==> src/hw/serial_cfg_pkg.sv <==
// Serial port configuration: frame layout and default sizing of the port.
`default_nettype none

package serial_cfg_pkg;

  // #########################################################################
  // Frame layout
  // #########################################################################

  localparam int DATA_BITS   = 8;   // Data bits in every frame.
  localparam int FRAME_SLOTS = 10;  // Start bit, data bits and the stop bit.

  // #########################################################################
  // Default sizing
  // #########################################################################

  // One bit period at the original system clock.
  localparam int DEFAULT_CLKS_PER_BIT = 869;
  localparam int DEFAULT_FIFO_DEPTH   = 16;  // Words held on each path.

  typedef logic [DATA_BITS-1:0] serial_byte_t;  // One byte on the line.

endpackage

`default_nettype wire

==> src/hw/serial_types_pkg.sv <==
// Serial port host types: status levels and received words shared with the host.
`default_nettype none

package serial_types_pkg;

  import serial_cfg_pkg::*;

  // #########################################################################
  // Transmit side
  // #########################################################################

  typedef struct packed {
    logic full;   // Transmit FIFO full, the host must wait.
    logic empty;  // Nothing left to send.
  } tx_status_t;

  // #########################################################################
  // Receive side
  // #########################################################################

  // One decoded frame as it is stored in the receive FIFO.
  typedef struct packed {
    serial_byte_t data;       // Byte assembled MSB first.
    logic         frame_err;  // Stop bit was sampled low.
  } rx_word_t;

  typedef struct packed {
    logic full;   // Receive FIFO full, new frames are lost.
    logic empty;  // No word waiting for the host.
  } rx_status_t;

endpackage

`default_nettype wire

==> src/hw/lib_fifo.sv <==
// Synchronous FIFO with a registered read port and full and empty levels.
`timescale 1ns/1ps
`default_nettype none

module lib_fifo
  import serial_cfg_pkg::*;
#(
  parameter int WIDTH      = DATA_BITS,
  parameter int FIFO_DEPTH = DEFAULT_FIFO_DEPTH
) (
  input  logic             i_clk,
  input  logic             reset_n,
  input  logic             i_wr_en,
  input  logic [WIDTH-1:0] i_wr_data,
  input  logic             i_rd_en,
  output logic [WIDTH-1:0] o_rd_data,
  output logic             o_full,
  output logic             o_empty
);

  localparam int PTR_W = (FIFO_DEPTH > 1) ? $clog2(FIFO_DEPTH) : 1;
  localparam int CNT_W = $clog2(FIFO_DEPTH + 1);
  localparam logic [PTR_W-1:0] PTR_LAST = PTR_W'(FIFO_DEPTH - 1);
  localparam logic [CNT_W-1:0] CNT_FULL = CNT_W'(FIFO_DEPTH);

  logic [WIDTH-1:0] l_mem [FIFO_DEPTH];
  logic [PTR_W-1:0] l_wr_ptr;
  logic [PTR_W-1:0] l_rd_ptr;
  logic [CNT_W-1:0] l_count;
  logic             l_wr_ok;
  logic             l_rd_ok;

  assign o_full  = (l_count == CNT_FULL);
  assign o_empty = (l_count == '0);
  assign l_wr_ok = i_wr_en && !o_full;   // Writes into a full FIFO are lost.
  assign l_rd_ok = i_rd_en && !o_empty;  // Reads of an empty FIFO do nothing.

  always_ff @(posedge i_clk) begin
    if (l_wr_ok) begin
      l_mem[l_wr_ptr] <= i_wr_data;
    end
  end

  always_ff @(posedge i_clk or posedge reset_n) begin
    if (reset_n) begin
      l_wr_ptr  <= '0;
      l_rd_ptr  <= '0;
      l_count   <= '0;
      o_rd_data <= '0;
    end else begin
      if (l_wr_ok) begin
        l_wr_ptr <= (l_wr_ptr == PTR_LAST) ? '0 : l_wr_ptr + 1'b1;
      end
      if (l_rd_ok) begin
        o_rd_data <= l_mem[l_rd_ptr];  // Word stays visible until the next read.
        l_rd_ptr  <= (l_rd_ptr == PTR_LAST) ? '0 : l_rd_ptr + 1'b1;
      end
      // A read and a write in the same cycle leave the count unchanged.
      case ({l_wr_ok, l_rd_ok})
        2'b10:   l_count <= l_count + 1'b1;
        2'b01:   l_count <= l_count - 1'b1;
        default: l_count <= l_count;
      endcase
    end
  end

endmodule

`default_nettype wire

==> src/hw/nemu_serial_port_out.sv <==
// Serial transmit path: byte FIFO feeding a bit-timed frame serializer, MSB first.
`timescale 1ns/1ps
`default_nettype none

module nemu_serial_port_out
  import serial_cfg_pkg::*, serial_types_pkg::*;
#(
  parameter int CLKS_PER_BIT = DEFAULT_CLKS_PER_BIT,
  parameter int FIFO_DEPTH   = DEFAULT_FIFO_DEPTH
) (
  input  logic         i_clk,
  input  logic         reset_n,
  input  logic         i_wr,
  input  serial_byte_t i_data,
  output tx_status_t   o_status,
  output logic         o_serial_tx
);

  localparam int BIT_CNT_W = $clog2(CLKS_PER_BIT + 1);
  localparam int SLOT_W    = $clog2(FRAME_SLOTS);
  localparam int IDX_W     = $clog2(DATA_BITS);
  localparam logic [BIT_CNT_W-1:0] BIT_END = BIT_CNT_W'(CLKS_PER_BIT - 1);
  localparam logic [SLOT_W-1:0] SLOT_IDLE  = '0;  // Also the stop bit.
  localparam logic [SLOT_W-1:0] SLOT_START = SLOT_W'(1);
  localparam logic [SLOT_W-1:0] SLOT_LAST  = SLOT_W'(FRAME_SLOTS - 1);

  logic                 l_running;    // A frame or its trailing idle is on the line.
  logic                 l_stop_done;  // Stop slot over, extra idle slot running.
  logic [SLOT_W-1:0]    l_slot;
  logic [BIT_CNT_W-1:0] l_bit_cnt;
  logic                 l_bit_end;
  logic                 l_pop;
  logic [IDX_W-1:0]     l_bit_idx;
  serial_byte_t         l_tx_byte;
  logic                 l_fifo_full;
  logic                 l_fifo_empty;

  assign l_bit_end = (l_bit_cnt == BIT_END);
  // The byte is fetched during the start bit, ready before the first data slot.
  assign l_pop     = l_running && (l_slot == SLOT_START) && (l_bit_cnt == '0);
  assign l_bit_idx = IDX_W'(SLOT_LAST - l_slot);  // Slot 2 carries bit 7.
  assign o_status  = '{full: l_fifo_full, empty: l_fifo_empty};

  lib_fifo #(
    .WIDTH      (DATA_BITS),
    .FIFO_DEPTH (FIFO_DEPTH)
  ) u_tx_fifo (
    .i_clk     (i_clk),
    .reset_n   (reset_n),
    .i_wr_en   (i_wr),
    .i_wr_data (i_data),
    .i_rd_en   (l_pop),
    .o_rd_data (l_tx_byte),
    .o_full    (l_fifo_full),
    .o_empty   (l_fifo_empty)
  );

  // #########################################################################
  // Slot sequencer
  // #########################################################################

  always_ff @(posedge i_clk or posedge reset_n) begin
    if (reset_n) begin
      l_running   <= 1'b0;
      l_stop_done <= 1'b0;
      l_slot      <= SLOT_IDLE;
      l_bit_cnt   <= '0;
    end else if (!l_running) begin
      if (!l_fifo_empty) begin
        l_running   <= 1'b1;  // Start bit begins at this edge.
        l_stop_done <= 1'b0;
        l_slot      <= SLOT_START;
        l_bit_cnt   <= '0;
      end
    end else if (!l_bit_end) begin
      l_bit_cnt <= l_bit_cnt + 1'b1;
    end else begin
      l_bit_cnt <= '0;
      if (l_slot == SLOT_LAST) begin
        l_slot <= SLOT_IDLE;  // Last data bit done, stop bit next.
      end else if (l_slot != SLOT_IDLE) begin
        l_slot <= l_slot + 1'b1;
      end else if (!l_stop_done) begin
        l_stop_done <= 1'b1;  // Hold the line high for one more period.
      end else begin
        l_running <= 1'b0;
      end
    end
  end

  // Line driver.
  always_comb begin
    if (l_slot == SLOT_IDLE) begin
      o_serial_tx = 1'b1;
    end else if (l_slot == SLOT_START) begin
      o_serial_tx = 1'b0;
    end else begin
      o_serial_tx = l_tx_byte[l_bit_idx];
    end
  end

endmodule

`default_nettype wire

==> src/hw/nemu_serial_port_in.sv <==
// Serial receive path: start detection, mid-bit sampling, framing check and FIFO push.
`timescale 1ns/1ps
`default_nettype none

module nemu_serial_port_in
  import serial_cfg_pkg::*, serial_types_pkg::*;
#(
  parameter int CLKS_PER_BIT = DEFAULT_CLKS_PER_BIT,
  parameter int FIFO_DEPTH   = DEFAULT_FIFO_DEPTH
) (
  input  logic       i_clk,
  input  logic       reset_n,
  input  logic       i_serial_rx,
  input  logic       i_rd,
  output rx_word_t   o_word,
  output rx_status_t o_status
);

  localparam int BIT_CNT_W = $clog2(CLKS_PER_BIT + 1);
  localparam int IDX_W     = $clog2(DATA_BITS);
  localparam logic [BIT_CNT_W-1:0] BIT_END  = BIT_CNT_W'(CLKS_PER_BIT - 1);
  localparam logic [BIT_CNT_W-1:0] HALF_END = BIT_CNT_W'(CLKS_PER_BIT / 2 - 1);
  localparam logic [IDX_W-1:0]     IDX_LAST = IDX_W'(DATA_BITS - 1);

  typedef enum logic [1:0] {
    RX_IDLE,
    RX_START,
    RX_DATA,
    RX_STOP
  } rx_state_t;

  rx_state_t            l_state;
  logic [1:0]           l_sync;     // Two-flop synchronizer for the line.
  logic                 l_rx_prev;
  logic                 l_rx;
  logic                 l_fall;
  logic [BIT_CNT_W-1:0] l_bit_cnt;
  logic [IDX_W-1:0]     l_bit_idx;  // Data bits taken so far in this frame.
  serial_byte_t         l_shift;
  logic                 l_push;
  rx_word_t             l_push_word;
  logic                 l_fifo_full;
  logic                 l_fifo_empty;

  assign l_rx        = l_sync[1];
  assign l_fall      = l_rx_prev && !l_rx;
  assign l_push      = (l_state == RX_STOP) && (l_bit_cnt == BIT_END);
  assign l_push_word = '{data: l_shift, frame_err: !l_rx};  // Stop must read high.
  assign o_status    = '{full: l_fifo_full, empty: l_fifo_empty};

  lib_fifo #(
    .WIDTH      ($bits(rx_word_t)),
    .FIFO_DEPTH (FIFO_DEPTH)
  ) u_rx_fifo (
    .i_clk     (i_clk),
    .reset_n   (reset_n),
    .i_wr_en   (l_push),  // Dropped by the FIFO when it is full.
    .i_wr_data (l_push_word),
    .i_rd_en   (i_rd),
    .o_rd_data (o_word),
    .o_full    (l_fifo_full),
    .o_empty   (l_fifo_empty)
  );

  // The line idles high, so the synchronizer resets to ones.
  always_ff @(posedge i_clk or posedge reset_n) begin
    if (reset_n) begin
      l_sync    <= 2'b11;
      l_rx_prev <= 1'b1;
    end else begin
      l_sync    <= {l_sync[0], i_serial_rx};
      l_rx_prev <= l_rx;
    end
  end

  // #########################################################################
  // Frame decoder
  // #########################################################################

  always_ff @(posedge i_clk or posedge reset_n) begin
    if (reset_n) begin
      l_state   <= RX_IDLE;
      l_bit_cnt <= '0;
      l_bit_idx <= '0;
    end else begin
      case (l_state)
        RX_IDLE: begin
          if (l_fall) begin
            l_state   <= RX_START;
            l_bit_cnt <= '0;
          end
        end
        RX_START: begin
          if (l_bit_cnt == HALF_END) begin
            l_bit_cnt <= '0;  // From here on every count ends mid-bit.
            l_bit_idx <= '0;
            l_state   <= l_rx ? RX_IDLE : RX_DATA;  // A high line was a glitch.
          end else begin
            l_bit_cnt <= l_bit_cnt + 1'b1;
          end
        end
        RX_DATA: begin
          if (l_bit_cnt == BIT_END) begin
            l_bit_cnt <= '0;
            l_bit_idx <= l_bit_idx + 1'b1;
            if (l_bit_idx == IDX_LAST) begin
              l_state <= RX_STOP;
            end
          end else begin
            l_bit_cnt <= l_bit_cnt + 1'b1;
          end
        end
        default: begin
          // Stop bit. The word is pushed at its middle.
          if (l_bit_cnt == BIT_END) begin
            l_bit_cnt <= '0;
            l_state   <= RX_IDLE;
          end else begin
            l_bit_cnt <= l_bit_cnt + 1'b1;
          end
        end
      endcase
    end
  end

  // Data bits arrive MSB first and shift in from the bottom.
  always_ff @(posedge i_clk) begin
    if ((l_state == RX_DATA) && (l_bit_cnt == BIT_END)) begin
      l_shift <= {l_shift[DATA_BITS-2:0], l_rx};
    end
  end

endmodule

`default_nettype wire

==> src/hw/nemu_serial_port.sv <==
// NEMU serial port top: transmit and receive paths sharing one bit timing.
`timescale 1ns/1ps
`default_nettype none

module nemu_serial_port
  import serial_cfg_pkg::*, serial_types_pkg::*;
#(
  parameter int CLKS_PER_BIT = DEFAULT_CLKS_PER_BIT,
  parameter int FIFO_DEPTH   = DEFAULT_FIFO_DEPTH
) (
  input  logic         i_clk,
  input  logic         reset_n,
  // Host transmit side.
  input  logic         i_tx_wr,
  input  serial_byte_t i_tx_data,
  output tx_status_t   o_tx_status,
  // Serial line.
  output logic         o_serial_tx,
  input  logic         i_serial_rx,
  // Host receive side.
  input  logic         i_rx_rd,
  output rx_word_t     o_rx_word,
  output rx_status_t   o_rx_status
);

  nemu_serial_port_out #(
    .CLKS_PER_BIT (CLKS_PER_BIT),
    .FIFO_DEPTH   (FIFO_DEPTH)
  ) u_port_out (
    .i_clk       (i_clk),
    .reset_n     (reset_n),
    .i_wr        (i_tx_wr),
    .i_data      (i_tx_data),
    .o_status    (o_tx_status),
    .o_serial_tx (o_serial_tx)
  );

  nemu_serial_port_in #(
    .CLKS_PER_BIT (CLKS_PER_BIT),
    .FIFO_DEPTH   (FIFO_DEPTH)
  ) u_port_in (
    .i_clk       (i_clk),
    .reset_n     (reset_n),
    .i_serial_rx (i_serial_rx),
    .i_rd        (i_rx_rd),
    .o_word      (o_rx_word),
    .o_status    (o_rx_status)
  );

endmodule

`default_nettype wire

==> config.mk <==
export PLATFORM = sky130hd
export DESIGN_NAME = nemu_serial_port
export DESIGN_NICKNAME = d
export VERILOG_FILES = /design/src/hw/serial_cfg_pkg.sv /design/src/hw/serial_types_pkg.sv /design/src/hw/lib_fifo.sv /design/src/hw/nemu_serial_port_out.sv /design/src/hw/nemu_serial_port_in.sv /design/src/hw/nemu_serial_port.sv
export SDC_FILE = /design/constraint.sdc
export NUM_CORES = 1
export LEC_CHECK = 0
export BUFFER_PORTS_ARGS = -buffer_cell sky130_fd_sc_hd__buf_2
export CAP_MARGIN = 30
export CORE_UTILIZATION = 48
export DETAILED_ROUTE_END_ITERATION = 10
export SLEW_MARGIN = 10
export SYNTH_ARGS = -nofsm -noshare
export SYNTH_HDL_FRONTEND = slang
export SYNTH_SLANG_ARGS = --single-unit
==> constraint.sdc <==
create_clock -name i_clk -period 6.2 [get_ports i_clk]
set_input_delay 0.62 -clock i_clk [delete_from_list [all_inputs] [get_ports i_clk]]
set_output_delay 0.62 -clock i_clk [all_outputs]
set_load 0.03 [all_outputs]
==> run summary <==
Drt wl/cell: 20.5 um
First-pass GRT wire length: 43.8 mm
Yosys warning total: 0
Vias in the first global route: 7682
Initial antenna violation count: 0
Layout cells sized above 1: 0.203
Max-Cap Viols: 0
Clock sinks: 357
Cell taking the most area after synthesis: edfxtp_1
GRT overflow: 0
Root buffer cell: clkbuf_16
Clock buffer count from CTS: 38
TritonRoute pass-1 iters: 5
Syn avg cell area: 16.5 sq um
Sw Ratio: 0.268
Max Root-Sink Buffers: 3
Switch Pwr: 1.72 mW
Metal-1 WL: 13.1 mm
CTS-repair resized insts: 0
Relative slew slack: 0.353
Die Span Y: 178 um
Main synth FF type: edfxtp_1
Commonest cells in the netlist: edfxtp_1, dfrtp_1, mux4_2
Pwr Density: 382 nW/um^2
Die X: 178 um
Sequential cell area fraction in the yosys report: 0.692
Worst hold path class: in -> async
Vias after detailed routing: 7572
Design Area, Final: 16800 sq um
Critical path capture point type: flop
Setup CP Type: reg -> reg
Post-CTS setup buffers: 0
Critical Path Source Type: flop
Largest net degree at the start of global routing: 41
Yosys cell types: 54
Placement Rows: 64
Crit path DAT: 3.88 ns
Met2 WL: 13.5 mm
Clk_skew: 0.0294 ns
# hold bufs at CTS: 0
Outcome: finished, final reports clean
Final Net Count: 987
Slew @ Worst Pin: 0.967 ns
Antenna Cells: 0
# H-tree levels: 2
Tmin final: 3.43 ns
Core outline area: 30600 sq um
Cell count after synthesis: 904
Setup_tns: 0 ns
ANT nets after route: 0
Starting density of the core: 0.488
Placed cell area: 15500 sq um
CP Max Fanout: 6
Synth area leaders: edfxtp_1, dfrtp_1, mux4_2
Die area: 31800 sq um
Synthesized Nets: 952
RSZ-0062 raised after global routing: false
FMAX: 0.292 GHz
Routed WL: 28.0 mm
Yosys reg bits: 357
Dpl cells: 1294
Initial DRC count: 564
Worst-case vdd ir drop: 0.249 mV
Area Overhead vs Synth: 12.6%
Logic pwr share: 0.184
Number of synthesized flops with an enable pin: 280
Power Total: 6.43 mW
Clock-pin slew on the worst setup and hold paths: 0.07 ns
Seq pwr share: 0.454
P_leak: 5.91 nW
Cell Int Power: 4.70 mW
Max Slew Vio Count: 0
Final hold violation count: 0
Dpl hpwl: 17.4 mm
Most common cell in the netlist: edfxtp_1
Num ports: 27
Asr flop ratio synth: 0.216
Routability cong.: 0.762
Synth top area share: 0.563
WHS: 0.191 ns
I/O Buffers: 26
Final period util: 0.553
Total Routing Usage GR: 0.183
CTS tree: yes
Met3 WL: 893 um
Post-Syn Area: 14900 sq um
# DRC: 0
Clock share of power: 0.362
Top routing layer in use: met4
Worst-Skew Late Latency: 0.52 ns
Non-filler instance count after layout: 1365
Final setup fails: 0
CP required: 6.65 ns
Vias/cell: 5.55
## cells in the final DEF, fill, tap and decap left out, drive strengths merged, types with 33 or more instances in the layout
master,netlist,final
buf,19,38
clkbuf,24,49
dfrtp,74,74
edfxtp,280,280
ha,33,33
inv,34,35
mux4,70,70
nand2,67,67
nor2,33,33
o21ai,54,54
## critical path, stage by stage (launching register included)
cell     delay, ns
dfrtp_1       0.43
inv_1         0.08
ha_1          0.13
or4b_4        0.47
or4_1         0.47
nor3_1        0.26
ha_1          0.28
inv_1         0.10
fa_1          0.40
nor2b_1       0.12
o21ai_0       0.10
and3_1        0.19
nor3_1        0.18
xnor2_1       0.14
## metrics by stage
stage / setup WS (ns) / util
floorplan: 3.10 / -
global placement: 2.80 / 0.505
detailed placement: 2.69 / 0.507
CTS: 2.69 / 0.549
global route: 2.52 / 0.549
finish: 2.77 / 0.549
## state kept, by name, summed over array words and instances (netlist names), 3 cells and up
signal and cells:
u_port_in.u_rx_fifo.l_wr_ptr 4, u_port_out.l_slot 4, u_port_in.u_rx_fifo.l_mem 144, u_port_in.l_shift 8, u_port_in.u_rx_fifo.l_rd_ptr 4, u_port_in.l_bit_cnt 10, u_port_out.l_bit_cnt 10, u_port_in.u_rx_fifo.l_count 5
u_port_in.u_rx_fifo.o_rd_data 9, u_port_out.u_tx_fifo.l_count 5, u_port_in.l_bit_idx 3, u_port_out.u_tx_fifo.o_rd_data 8, u_port_out.u_tx_fifo.l_mem 128, u_port_out.u_tx_fifo.l_wr_ptr 4, u_port_out.u_tx_fifo.l_rd_ptr 4
## metal layers
| metal | global-route usage | up-vias |
|---|---|---|
| li1 | - | 3554 |
| met1 | 0.262 | 3866 |
| met2 | 0.295 | 117 |
| met3 | 0.0281 | 35 |
| met4 | 0.0438 | 0 |
| met5 | 0 | - |
## logic make-up after synthesis
group,count (synthesis),synth area share
AO/OA/AOI/OAI,105,0.0452
buffers and inverters,77,0.0215
XOR/XNOR,21,0.0123
multiplexers,106,0.131
AND/OR/NAND/NOR,203,0.0671
adder cells (fa/ha/maj),35,0.0303
flip-flops,357,0.692
## worst paths after layout
path | from | endpoint | slack [ns] | cells after the start
hold reg to reg | u_port_in.l_sync[0]$_DFF_PP1_ | u_port_in.l_sync[1]$_DFF_PP1_ | 0.36 | 0
setup reg to reg | u_port_out.l_bit_cnt[0]$_DFFE_PP0P_ | u_port_out.u_tx_fifo.l_count[4]$_DFFE_PP0P_ | 2.77 | 13
max in group asynchronous | reset_n | u_port_in.l_sync[1]$_DFF_PP1_ | 4.95 | 3
min in group i_clk | i_serial_rx | u_port_in.l_sync[0]$_DFF_PP1_ | 0.21 | 1
setup / recovery | u_port_out.l_bit_cnt[0]$_DFFE_PP0P_ | u_port_out.u_tx_fifo.l_count[4]$_DFFE_PP0P_ | 2.77 | 13
hold / removal | reset_n | u_port_out.l_bit_cnt[5]$_DFFE_PP0P_ | 0.19 | 2
## power groups by stage
stage / Clock [mW] / Combinational [mW] / Sequential [mW]
2_1_floorplan: 0 / 0.894 / 2.94
3_3_place_gp: 0 / 1.17 / 2.97
3_5_place_dp: 0 / 1.20 / 2.96
4_1_cts: 2.38 / 1.20 / 2.92
5_1_grt: 2.47 / 1.31 / 2.94
6_report: 2.33 / 1.18 / 2.91
## cell type report
class / count / area (sq um)
clock inverters: 21 / 241
repair buffers: 38 / 255
clock buffers: 49 / 1050
fillers: 2464 / 13800
well taps: 396 / 495
inverters: 34 / 129
multi-input cells: 470 / 4290
flip-flops and latches: 357 / 10300
Note: power is estimated with default switching activity, not from simulation.
